## config.mk

```make
export PLATFORM = sky130hd
export DESIGN_NAME = fetch_top
export DESIGN_NICKNAME = d
export VERILOG_FILES = /design/src/design/fetch_pkg.sv /design/src/design/fetch_ctrl.sv /design/src/design/parcel_buf.sv /design/src/design/instr_issue.sv /design/src/design/fetch_top.sv
export VERILOG_INCLUDE_DIRS = /design/src /design/src/design
export SDC_FILE = /design/constraint.sdc
export NUM_CORES = 1
export LEC_CHECK = 0
export BUFFER_PORTS_ARGS = -buffer_cell sky130_fd_sc_hd__buf_2
export CAP_MARGIN = 20
export CORE_UTILIZATION = 45
export CTS_CLUSTER_SIZE = 28
export DETAILED_ROUTE_END_ITERATION = 10
export GPL_ROUTABILITY_DRIVEN = 0
export PLACE_DENSITY = 0.68
export SLEW_MARGIN = 20
export SYNTH_ARGS = -nofsm -noshare
export SYNTH_HDL_FRONTEND = slang
export SYNTH_HIERARCHICAL = 1
export SYNTH_SLANG_ARGS = --single-unit
```

## constraint.sdc

```tcl
create_clock -name i_clk -period 13.45 [get_ports i_clk]
set_input_delay 2.69 -clock i_clk [delete_from_list [all_inputs] [get_ports i_clk]]
set_output_delay 2.69 -clock i_clk [all_outputs]
set_load 0.02 [all_outputs]
```

## src/design/fetch_config.svh

```systemverilog
`ifndef FETCH_CONFIG_SVH
`define FETCH_CONFIG_SVH

// ##################################################
// parcel buffer geometry

// number of 16-bit slots that hold two memory words
`define PARCEL_BUF_DEPTH 4

// the free counter must hold the full depth and needs log2(depth) + 1 bits
`define PARCEL_BUF_CNT_W 3

// ##################################################
// fetch start

// pc the fetch unit starts from when reset is released
`define FETCH_RESET_PC 32'h0000_0000

`endif

```

## src/design/fetch_pkg.sv

```systemverilog
`include "fetch_config.svh"

package fetch_pkg;

    // one 16-bit instruction parcel
    typedef logic [15:0] parcel_t;

    // one instruction memory word
    typedef logic [31:0] word_t;

    // byte address, also used for the pc
    typedef logic [31:0] addr_t;

    // free slots in the parcel buffer
    typedef logic [`PARCEL_BUF_CNT_W-1:0] free_cnt_t;

    // issued instruction with only the low parcel kept in instr when compressed
    typedef struct packed
    {
        addr_t pc;
        word_t instr;
        logic  compressed;
        logic  illegal;
    } instr_pkt_t;

    // request tracking in the fetch controller
    typedef enum logic [1:0]
    {
        FETCH_IDLE,
        FETCH_WAIT,
        FETCH_DISCARD
    } fetch_state_t;

endpackage

```

## src/design/fetch_ctrl.sv

```systemverilog
`timescale 1ns/1ps

`include "fetch_config.svh"

module fetch_ctrl
(
    input  logic                 i_clk,
    input  logic                 i_reset_n,
    input  logic                 i_redirect,
    input  fetch_pkg::addr_t     i_redirect_pc,
    input  logic                 i_mem_ack,
    input  fetch_pkg::free_cnt_t i_free_cnt,
    output logic                 o_mem_req,
    output fetch_pkg::addr_t     o_mem_addr,
    output logic                 o_push,
    output logic                 o_push_half,
    output logic                 o_flush,
    output fetch_pkg::addr_t     o_flush_pc
);

    import fetch_pkg::*;

    fetch_state_t state;
    fetch_state_t state_nxt;
    addr_t        fetch_pc;
    logic         fetch_en;
    logic         req_half;
    free_cnt_t    need;

    // a halfword-aligned pc only brings the upper parcel of its word
    assign need = fetch_pc[1] ? free_cnt_t'(1) : free_cnt_t'(2);

    // fetch_en holds off requests until the first cycle out of reset
    assign o_mem_req = fetch_en && (state == FETCH_IDLE) && !i_redirect
                       && (i_free_cnt >= need);
    assign o_mem_addr = {fetch_pc[31:2], 2'b00};

    assign o_push      = i_mem_ack && (state == FETCH_WAIT) && !i_redirect;
    assign o_push_half = req_half;
    assign o_flush     = i_redirect;
    assign o_flush_pc  = i_redirect_pc;

    // ##################################################
    // request tracking

    always_comb
    begin
        state_nxt = state;
        case (state)
            FETCH_IDLE:
            begin
                if (o_mem_req)
                    state_nxt = FETCH_WAIT;
            end
            FETCH_WAIT:
            begin
                // an ack together with the redirect is simply not pushed
                if (i_mem_ack)
                    state_nxt = FETCH_IDLE;
                else if (i_redirect)
                    state_nxt = FETCH_DISCARD;
            end
            FETCH_DISCARD:
            begin
                if (i_mem_ack)
                    state_nxt = FETCH_IDLE;
            end
            default:
                state_nxt = FETCH_IDLE;
        endcase
    end

    always_ff @(posedge i_clk)
    begin
        if (!i_reset_n)
        begin
            state    <= FETCH_IDLE;
            fetch_pc <= `FETCH_RESET_PC;
            fetch_en <= 1'b0;
            req_half <= 1'b0;
        end
        else
        begin
            state    <= state_nxt;
            fetch_en <= 1'b1;
            if (i_redirect)
                fetch_pc <= i_redirect_pc;
            else if (o_mem_req)
            begin
                // both cases continue at the next word boundary
                fetch_pc <= {fetch_pc[31:2], 2'b00} + addr_t'(4);
                req_half <= fetch_pc[1];
            end
        end
    end

    // ##################################################
    // checks

    // once a request is out, the next one waits for its ack
    a_one_outstanding: assert property (
        @(posedge i_clk) disable iff (!i_reset_n)
        o_mem_req |=> (!o_mem_req until_with i_mem_ack)
    );

    // a response overtaken by a redirect never reaches the buffer
    a_drop_stale: assert property (
        @(posedge i_clk) disable iff (!i_reset_n)
        (i_redirect && (state != FETCH_IDLE)) |-> (!o_push until_with i_mem_ack)
    );

endmodule

```

## src/design/parcel_buf.sv

```systemverilog
`timescale 1ns/1ps

`include "fetch_config.svh"

module parcel_buf
(
    input  logic                 i_clk,
    input  logic                 i_reset_n,
    input  logic                 i_push,
    input  logic                 i_push_half,
    input  fetch_pkg::word_t     i_data,
    input  logic                 i_flush,
    input  fetch_pkg::addr_t     i_flush_pc,
    output fetch_pkg::free_cnt_t o_free_cnt,
    output logic                 o_pop,
    output fetch_pkg::addr_t     o_pop_pc,
    output fetch_pkg::word_t     o_pop_word
);

    import fetch_pkg::*;

    localparam free_cnt_t DEPTH = free_cnt_t'(`PARCEL_BUF_DEPTH);

    parcel_t   slots     [`PARCEL_BUF_DEPTH];
    parcel_t   slots_nxt [`PARCEL_BUF_DEPTH];
    free_cnt_t free_cnt;
    free_cnt_t used;
    free_cnt_t push_n;
    free_cnt_t pop_n;
    free_cnt_t wr_idx;
    addr_t     head_pc;
    logic      head_comp;

    // slot 0 is always the head and occupied slots are packed toward it
    assign used      = DEPTH - free_cnt;
    assign head_comp = (slots[0][1:0] != 2'b11);

    // ##################################################
    // pop and push sizes

    // a full-length instruction leaves only once both of its parcels are in
    assign o_pop = head_comp ? (used != '0) : (used >= free_cnt_t'(2));

    assign pop_n = !o_pop ? '0
                 : (head_comp ? free_cnt_t'(1) : free_cnt_t'(2));

    assign push_n = !i_push ? '0
                  : (i_push_half ? free_cnt_t'(1) : free_cnt_t'(2));

    // pushed parcels land right behind whatever survives this cycle's pop
    assign wr_idx = used - pop_n;

    // ##################################################
    // slot update

    always_comb
    begin
        slots_nxt = slots;
        for (int i = 0; i < `PARCEL_BUF_DEPTH; i++)
        begin
            if (i + int'(pop_n) < `PARCEL_BUF_DEPTH)
                slots_nxt[i] = slots[i + int'(pop_n)];

            // after a halfword redirect only the upper parcel is wanted
            if (i_push && (free_cnt_t'(i) == wr_idx))
                slots_nxt[i] = i_push_half ? i_data[31:16] : i_data[15:0];

            if (i_push && !i_push_half && (free_cnt_t'(i) == wr_idx + free_cnt_t'(1)))
                slots_nxt[i] = i_data[31:16];
        end
    end

    always_ff @(posedge i_clk)
    begin
        slots <= slots_nxt;
    end

    always_ff @(posedge i_clk)
    begin
        if (!i_reset_n)
        begin
            free_cnt <= DEPTH;
            head_pc  <= `FETCH_RESET_PC;
        end
        else if (i_flush)
        begin
            free_cnt <= DEPTH;
            head_pc  <= i_flush_pc;
        end
        else
        begin
            free_cnt <= free_cnt - push_n + pop_n;
            head_pc  <= head_pc + (addr_t'(pop_n) << 1);
        end
    end

    assign o_free_cnt = free_cnt;
    assign o_pop_pc   = head_pc;
    assign o_pop_word = {slots[1], slots[0]};

    // ##################################################
    // checks

    // the controller sized its request against an older free count
    a_no_overfill: assert property (
        @(posedge i_clk) disable iff (!i_reset_n)
        i_push |-> (push_n <= free_cnt)
    );

    a_free_bound: assert property (
        @(posedge i_clk) disable iff (!i_reset_n)
        free_cnt <= DEPTH
    );

endmodule

```

## src/design/instr_issue.sv

```systemverilog
`timescale 1ns/1ps

module instr_issue
(
    input  logic                  i_clk,
    input  logic                  i_reset_n,
    input  logic                  i_flush,
    input  logic                  i_pop,
    input  fetch_pkg::addr_t      i_pop_pc,
    input  fetch_pkg::word_t      i_pop_word,
    output logic                  o_instr_valid,
    output fetch_pkg::instr_pkt_t o_instr
);

    import fetch_pkg::*;

    instr_pkt_t pkt_nxt;
    instr_pkt_t pkt;
    logic       valid;
    logic       comp;

    assign comp = (i_pop_word[1:0] != 2'b11);

    always_comb
    begin
        pkt_nxt.pc         = i_pop_pc;
        pkt_nxt.compressed = comp;
        // the next parcel may belong to another instruction, so hide it
        pkt_nxt.instr      = comp ? {16'h0000, i_pop_word[15:0]} : i_pop_word;
        // an all-zero parcel is the defined illegal encoding
        pkt_nxt.illegal    = (i_pop_word[15:0] == 16'h0000);
    end

    always_ff @(posedge i_clk)
    begin
        if (!i_reset_n)
            valid <= 1'b0;
        else
            valid <= i_pop && !i_flush;
    end

    always_ff @(posedge i_clk)
    begin
        if (i_pop)
            pkt <= pkt_nxt;
    end

    assign o_instr_valid = valid;
    assign o_instr       = pkt;

    // redirect targets and pc steps are all in halfwords
    a_pc_aligned: assert property (
        @(posedge i_clk) disable iff (!i_reset_n)
        o_instr_valid |-> (o_instr.pc[0] == 1'b0)
    );

endmodule

```

## src/design/fetch_top.sv

```systemverilog
`timescale 1ns/1ps

module fetch_top
(
    input  logic                  i_clk,
    input  logic                  i_reset_n,
    input  logic                  i_redirect,
    input  fetch_pkg::addr_t      i_redirect_pc,
    output logic                  o_mem_req,
    output fetch_pkg::addr_t      o_mem_addr,
    input  logic                  i_mem_ack,
    input  fetch_pkg::word_t      i_mem_data,
    output logic                  o_instr_valid,
    output fetch_pkg::instr_pkt_t o_instr
);

    import fetch_pkg::*;

    logic      push;
    logic      push_half;
    logic      flush;
    addr_t     flush_pc;
    free_cnt_t free_cnt;
    logic      pop;
    addr_t     pop_pc;
    word_t     pop_word;

    // ##################################################
    // memory side

    fetch_ctrl i_fetch_ctrl
    (
        .i_clk         (i_clk),
        .i_reset_n     (i_reset_n),
        .i_redirect    (i_redirect),
        .i_redirect_pc (i_redirect_pc),
        .i_mem_ack     (i_mem_ack),
        .i_free_cnt    (free_cnt),
        .o_mem_req     (o_mem_req),
        .o_mem_addr    (o_mem_addr),
        .o_push        (push),
        .o_push_half   (push_half),
        .o_flush       (flush),
        .o_flush_pc    (flush_pc)
    );

    // memory data goes straight to the buffer, qualified by push
    parcel_buf i_parcel_buf
    (
        .i_clk       (i_clk),
        .i_reset_n   (i_reset_n),
        .i_push      (push),
        .i_push_half (push_half),
        .i_data      (i_mem_data),
        .i_flush     (flush),
        .i_flush_pc  (flush_pc),
        .o_free_cnt  (free_cnt),
        .o_pop       (pop),
        .o_pop_pc    (pop_pc),
        .o_pop_word  (pop_word)
    );

    // ##################################################
    // issue side

    instr_issue i_instr_issue
    (
        .i_clk         (i_clk),
        .i_reset_n     (i_reset_n),
        .i_flush       (flush),
        .i_pop         (pop),
        .i_pop_pc      (pop_pc),
        .i_pop_word    (pop_word),
        .o_instr_valid (o_instr_valid),
        .o_instr       (o_instr)
    );

endmodule

```

== Word level (Yosys, flattened, before mapping) ==
Index checks and enable logic that the tools add are counted.
Storage, ports and cells
  bits of input ports: 68
  register bits: 202
  output and inout port bits: 100
  logic and storage cells: 124
Operators by class
  bitwise operators: 6
  reductions and logical operators: 30
  $add $sub $neg: 10
  mux-type cells: 40
  magnitude comparators: 10
  equality and inequality tests: 12
Operators by type and width (count)
  two-way mux 16 bit: 21
  binary-select mux 16 bit (select 2 bit): 4
  >= comparator 32 x 3 -> 1 bit, second input constant: 4
  less-than comparator 32 x 4 -> 1 bit, second input constant: 3
  two-way mux 32 bit: 3
  inverter 32 bit: 3
  adder 32 x 3 -> 32 bit, second input constant: 1
  adder 32 x 4 -> 32 bit: 1
  inverter 3 -> 32 bit: 1
  zero test 16 bit: 1
  logical AND 1 bit: 15
  nonzero test 3 bit: 5
  two-way mux 2 bit: 7
  equality test 2 x 3 -> 1 bit, first input constant: 4
  adder 2 x 3 -> 4 bit, first input constant: 2
  equality test 1 x 3 -> 1 bit, first input constant: 2
  zero test 3 bit: 2
  two-way mux 3 bit: 2
  inequality test 2 bit, second input constant: 3
  one-hot mux 2 bit (3 select lines): 1
  subtractor 3 bit: 2
  adder 1 x 3 -> 4 bit, first input constant: 1
  adder 3 x 1 -> 3 bit, second input constant: 1
  adder 3 bit: 1
  other kinds (15): 18

== Depth between registers and ports, before layout ==
Gate-level depths: netlist of the first run.
  depth in word-level cells: 12
  mapped depth: 16
  depth with buffers taken out: 12

== Cells and area by module ==
Netlist of the first run, hierarchy kept.
Modules (own cells, without submodules)
  parcel_buf: seq. area each 2462.4 um^2, instances 1, area each 6603.8 um^2, cells each 710
  fetch_ctrl: seq. area each 700.7 um^2, instances 1, area each 2555.0 um^2, cells each 318
  instr_issue: seq. area each 2001.9 um^2, instances 1, area each 2167.1 um^2, cells each 92

== Worst setup path after synthesis of the first run ==
Ideal clock, no wire load.
  path kind: input-to-output
  start: input port i_redirect
  end: output port o_mem_req
  buffers on the path: 1
  cell stages on the path: 4
  arrival: 3.260 ns
  data required time: 10.760 ns
  setup slack: 7.500 ns
  cell sequence: clkbuf_1 inv_1 nand3_1 inv_1
Between the ends
  longest elaborated chain between the ends: 3
Ends and longest elaborated chain
  start: declaration: line fetch_top.sv:7  | input logic i_redirect,
  zero test 1 bit: line fetch_ctrl.sv:34  | assign o_mem_req = fetch_en && (state == FETCH_IDLE) && !i_redirect
  logical AND 1 bit: line fetch_ctrl.sv:34
  logical AND 1 bit: line fetch_ctrl.sv:35  | && (i_free_cnt >= need);
  end: declaration: line fetch_top.sv:9  | output logic o_mem_req,
Every way passes these cells.

== Worst setup path in the final report of the first run ==
Same ends and word-level chain as after synthesis.

==> metrics, run 1 <==
run status=completed; maximum resistive drop on vdd=0.189 mV; unrepaired setup endpoints after global routing=no; post-placement cell count=1475; Mapped Avg Cell Area=10.1 um2; number of cells upsized or downsized after cts=0; die area=25800 um2; # setup viols final=0; number of cell rows=57; cell family contributing the most delay on the critical path=buffers and inverters; category of the worst setup path launch point=input pin; Max Fanout on Critical Path=46; Max Transition Viols Final=0; critical-path cell with the highest stage delay=buf_2; via count=9296; cell at the root of the clock tree=clkbuf_16; predominant post-synthesis flop cell=edfxtp_1; buffers plus inverters on the worst setup path=4; post-DR vias/cell=6.12; reg2reg setup slack=8160 ps; worst rel slew slack=0.325; Clk pin slew, worst setup/hold paths=60 ps; sequential share of power=0.349; Clock Latency Late Sink=510 ps; number of DRC markers after the initial detailed-route iteration=1033; P per Cell Area=283 nW/um2; required time of the worst setup path=10760 ps; capture point of the worst path=o_mem_req; remaining global-route overflow=0; top library cells by usage in the layout, fill and taps aside=buf_2 (165), edfxtp_1 (114), dfxtp_1 (87); buffers inserted by post-CTS timing repair=0; fin nets=1258; antenna violations before repair=0; # Max-Cap Violations=0; number of standard cells after synthesis=1120; Post-CTS Hold Buffers=0; share of async-settable or async-resettable flops after synthesis=0; die extent in y=161 um; data arrival time of the worst path=4310 ps; total clock buffers created by CTS=23; CP endpoint kind=output pin; Initial Util=0.462; first drt pass iteration count=7; hold_ws=462 ps; first-pass GRT wire length=48600 um; share of total power in the clock network=0.182; critical path, cell by cell=buf_2 > inv_1 > nand3_1 > inv_1 > buf_2; source of the worst register-to-register timing path=i_parcel_buf/o_free_cnt[0]; via count of the first global-routing pass=8705; crit path launch=i_redirect; GRT Resource Usage Total=0.236; yosys synthesis warning count=6; DRC Markers=0; post-detailed-route wirelength per cell=20.4 um; maximum number of buffers from clock root to sink=3; post-detailed-route count of antenna-violating nets=0; total half-perimeter wirelength after legalization and detailed placement=20600 um; cell internal pwr=0.00208 W; worst-margin pin slew=1010 ps; f_max=143 MHz; category of the most critical setup path=input pin to output pin; number of primary I/O pins=168; Clock H-tree levels=1; crit share post-route=0.521; time the final worst path needs with I/O delays and setup=7000 ps; class of the most critical hold timing path=flip-flop to flip-flop; fraction of final layout cells with drive strength greater than 1=0.225; Area growth syn-to-layout=9.93%; number of cells on the critical path=5; pin count of the biggest net entering global routing=61; WL final=31000 um; number of failing hold endpoints at the final stage=0; Post-synth EDFFs=114; final-layout setup total negative slack=0 ps; overall die width=161 um; count of distinct cell types in the synthesized netlist=89; clock tree from TritonCTS=built; number of sinks on the clock net=201; Leak Pwr=4.88 nW; number of port buffers=165; number of standard cells in the layout, taps in and fillers out=1518; proportion of synthesized chip area in sequential cells=0.456; power share of the combinational group=0.469; Final Skew=14.2 ps; power dissipated by switching net loads=0.00144 W; area inside the core boundary=24500 um2; worst r2r dst=i_parcel_buf/slots[17]; share of total power consumed by net switching=0.408; total of flip-flops plus latches after synthesis=201; commonest non-fill, non-tap cell in the layout=buf_2; netlist area before placement=11300 um2; number of cells traversed by the worst register-to-register path=11; CP max stage delay=620 ps
## metal layers
layer	wire [um]	global-route usage
met2	14500	0.375
met3	2750	0.0320
met5	0	0
met4	767	0.0874
met1	13000	0.329
## cell families after synthesis
kind of cell    after synthesis  share of synthesized area
simple gates                376                      0.184
flops                       201                      0.456
fa+ha+maj                    14                     0.0181
buf+inv                     190                      0.102
other cells                   2                   0.000663
xor+xnor                     40                     0.0330
mux                          11                    0.00983
compound gates              286                      0.196
## metrics by stage
stage | setup slack, ps | cell area [um2] | power [W] | util
2_1_floorplan | 7500 | 11400 | 0.00253 | -
3_3_place_gp | 6550 | 11700 | 0.00283 | 0.475
3_5_place_dp | 6500 | 11700 | 0.00287 | 0.475
4_1_cts | 6490 | 12400 | 0.00351 | 0.507
5_1_grt | 6280 | 12400 | 0.00374 | 0.507
6_report | 6450 | 12500 | 0.00352 | 0.507
## state kept, by name, summed over array words and instances (netlist names)
signal and cells:
i_fetch_ctrl/fetch_en 1, i_fetch_ctrl/fetch_pc 31, i_fetch_ctrl/o_push_half 1, i_fetch_ctrl/state 2
i_instr_issue/o_instr 66, i_instr_issue/o_instr_valid 1, i_parcel_buf/o_free_cnt 3, i_parcel_buf/o_pop_pc 32
i_parcel_buf/o_pop_word 32, i_parcel_buf/slots 32
## final cells by class
type	count	area, um2
Sequential cell	201	5160
Tap cell	324	405
Fill cell	2281	12100
Multi-Input combinational cell	745	5080
Clock inverter	10	111
Clock buffer	32	663
Timing Repair Buffer	175	901
Inverter	30	118
Antenna cell	1	2.50
## synthesized netlist by cell type (10+ instances only)
cell type	count	share of area
edfxtp_1	114	0.30
nor2_1	61	0.020
clkbuf_1	30	0.0099
nand4_1	36	0.020
o311ai_0	10	0.0077
a221o_1	32	0.028
nand2_1	80	0.027
and2_1	17	0.0094
a22oi_1	14	0.0093
nor4_1	39	0.022
a31oi_1	13	0.0072
nor3_1	19	0.0084
and3_1	28	0.015
inv_1	25	0.0083
o2bb2ai_1	15	0.012
o21ai_0	30	0.013
dfxtp_1	87	0.15
a21oi_1	44	0.019
a2bb2oi_1	14	0.011
ha_1	10	0.011
xnor2_1	21	0.016
o221a_2	12	0.012
buf_4	102	0.068
mux2i_1	10	0.0088
o22ai_1	31	0.017
o221ai_1	15	0.012
xor2_1	17	0.013
nand3_1	37	0.016
buf_2	21	0.0093
## power by group through the flow
stage	logic [W]	registers, W	clock network [W]
2_1_floorplan	0.00120	0.00134	0
3_3_place_gp	0.00160	0.00123	0
3_5_place_dp	0.00163	0.00124	0
4_1_cts	0.00164	0.00123	0.000652
5_1_grt	0.00180	0.00125	0.000678
6_report	0.00165	0.00123	0.000639
## worst min path at each step
stage,start,slack (ps),endpoint,cells past startpoint
finish,i_parcel_buf/o_pop_pc[1],460,i_instr_issue/o_instr[35],0
global placement,i_parcel_buf/o_pop_pc[1],450,i_instr_issue/o_instr[35],0
detailed placement,i_parcel_buf/o_pop_pc[1],450,i_instr_issue/o_instr[35],0
CTS,i_parcel_buf/o_pop_pc[1],460,i_instr_issue/o_instr[35],0
global route,i_parcel_buf/o_pop_pc[1],470,i_instr_issue/o_instr[35],0
floorplan,i_parcel_buf/o_pop_pc[0],410,i_instr_issue/o_instr[34],0
(Power assumes the default switching activity.)
==> run 2, diff against run 1 <==
--- a/config.mk
+++ b/config.mk
@@ -12,7 +12,7 @@
 export CTS_CLUSTER_SIZE = 28
 export DETAILED_ROUTE_END_ITERATION = 10
 export GPL_ROUTABILITY_DRIVEN = 0
-export PLACE_DENSITY = 0.68
+export PLACE_DENSITY = 0.71
 export SLEW_MARGIN = 20
 export SYNTH_ARGS = -nofsm -noshare
 export SYNTH_HDL_FRONTEND = slang
==> constraint.sdc (replaced) <==
create_clock -name i_clk -period 5.7 [get_ports i_clk]
set_input_delay 1.14 -clock i_clk [delete_from_list [all_inputs] [get_ports i_clk]]
set_output_delay 1.14 -clock i_clk [all_outputs]
set_load 0.02 [all_outputs]
==> run 2 against run 1 <==
- routed wire length is 1.7% lower
- clock-buffer cell count is 1 higher
- worst setup slack worse by 5400 ps
- critical path depth is 7 higher
- non-clock buffer count is 4 higher
- worst hold slack worse by 24 ps
- sequential cell count stayed put
- largest cell class unchanged
- largest power group unchanged
- highest routed layer unchanged
==> metrics, run 2 (synthesized netlist as in run 1, its figures left out) <==
maximum resistive drop on vdd=0.502 mV; run status=completed; number of standard cells in the layout, taps in and fillers out=1522; commonest non-fill, non-tap cell in the layout=buf_2; number of cell rows=57; category of the most critical setup path=flip-flop to flip-flop; Post-CTS Hold Buffers=0; Max Transition Viols Final=0; top library cells by usage in the layout, fill and taps aside=buf_2 (165), edfxtp_1 (114), dfxtp_1 (87); post-placement cell count=1479; post-detailed-route wirelength per cell=20.0 um; Leak Pwr=4.91 nW; f_max=215 MHz; number of sinks on the clock net=201; P per Cell Area=670 nW/um2; total half-perimeter wirelength after legalization and detailed placement=21000 um; antenna cell count=0; WL final=30500 um; via count of the first global-routing pass=8750; post-detailed-route count of antenna-violating nets=0; via count=9348; time the final worst path needs with I/O delays and setup=4650 ps; number of primary I/O pins=168; DRC Markers=0; worst-margin pin slew=994 ps; first-pass GRT wire length=48000 um; final-layout setup total negative slack=0 ps; final setup slack of the worst path=1050 ps; crit share post-route=0.817; max FFs per register=66; remaining global-route overflow=0; area inside the core boundary=24500 um2; GRT Resource Usage Total=0.232; Clock H-tree levels=1; clock tree from TritonCTS=built; Clk pin slew, worst setup/hold paths=60 ps; CP endpoint kind=flip-flop; Final Skew=13.5 ps; first drt pass iteration count=6; pin count of the biggest net entering global routing=67; die extent in y=161 um; number of DRC markers after the initial detailed-route iteration=942; overall die width=161 um; setup slack after placement=1140 ps; number of cells upsized or downsized after cts=0; total clock buffers created by CTS=24; required time of the worst setup path=5960 ps; maximum number of buffers from clock root to sink=3; Area growth syn-to-layout=10.4%; number of port buffers=165; Clock Latency Late Sink=510 ps; Max Fanout on Critical Path=15; antenna violations before repair=0; # Max-Cap Violations=0; class of the most critical hold timing path=flip-flop to flip-flop; post-DR vias/cell=6.14; category of the worst setup path launch point=flip-flop; fraction of final layout cells with drive strength greater than 1=0.226; unrepaired setup endpoints after global routing=no; worst rel slew slack=0.337; cell at the root of the clock tree=clkbuf_16; fin nets=1263; buffers inserted by post-CTS timing repair=0; number of failing hold endpoints at the final stage=0; die area=25800 um2; Initial Util=0.462; # setup viols final=0; data arrival time of the worst path=4920 ps
[run 2: changes by cell type in the layout (fill, tap and decap cells not counted), sizes merged]
cell      before  now
clkinvlp       0    1
bufinv         2    1
diode          1    0
buf          175  179
clkinv         6    5
clkbuf        32   33
inv           32   33
[run 2: power breakdown]
group	total, W	switching (W)	internal, W
registers	0.00291	0.000397	0.00252
logic	0.00393	0.00242	0.00151
clock network	0.00153	0.000604	0.000929
[run 2: worst paths after layout]
| kind | depth (start not counted) | startpoint | to | slack [ps] |
|---|---|---|---|---|
| worst max register to register | 12 | i_parcel_buf/o_free_cnt[0] | i_parcel_buf/slots[31] | 1050 |
| worst max-delay path | 12 | i_parcel_buf/o_free_cnt[0] | i_parcel_buf/slots[31] | 1050 |
| worst min register to register | 0 | i_parcel_buf/o_pop_pc[0] | i_instr_issue/o_instr[34] | 440 |
| worst min-delay path | 0 | i_parcel_buf/o_pop_pc[0] | i_instr_issue/o_instr[34] | 440 |
[run 2: metrics by stage]
stage	hold WS, ps	instance area [um2]	utilization	power (W)
detailed placement	423	11700	0.476	0.00680
global route	464	12500	0.510	0.00886
floorplan	408	11400	-	0.00598
finish	439	12500	0.510	0.00838
CTS	437	12500	0.509	0.00833
global placement	419	11700	0.476	0.00668
[run 2: cell type report]
class	count	area [um2]
Inverter	30	118
Sequential cell	201	5160
Clock buffer	33	717
Clock inverter	10	91.3
Tap cell	324	405
Fill cell	2245	12000
Multi-Input combinational cell	745	5080
Timing Repair Buffer	179	931
[run 2: routing by layer]
layer / wire length, um / vias up / global-route usage
li1: - / 4323 / -
met1: 12800 / 4420 / 0.315
met2: 14000 / 525 / 0.370
met3: 2750 / 80 / 0.0377
met4: 991 / 0 / 0.0948
met5: 0 / - / 0
[run 2: worst max-delay path, cell delays in order (launching register included)]
cell	delay (ps)
dfxtp_1	410
inv_1	110
ha_1	270
xnor2_2	240
a21boi_4	320
inv_4	120
fa_1	850
and2_1	210
ha_1	240
nand3b_1	340
a21o_1	480
nand3_1	480
buf_4	330
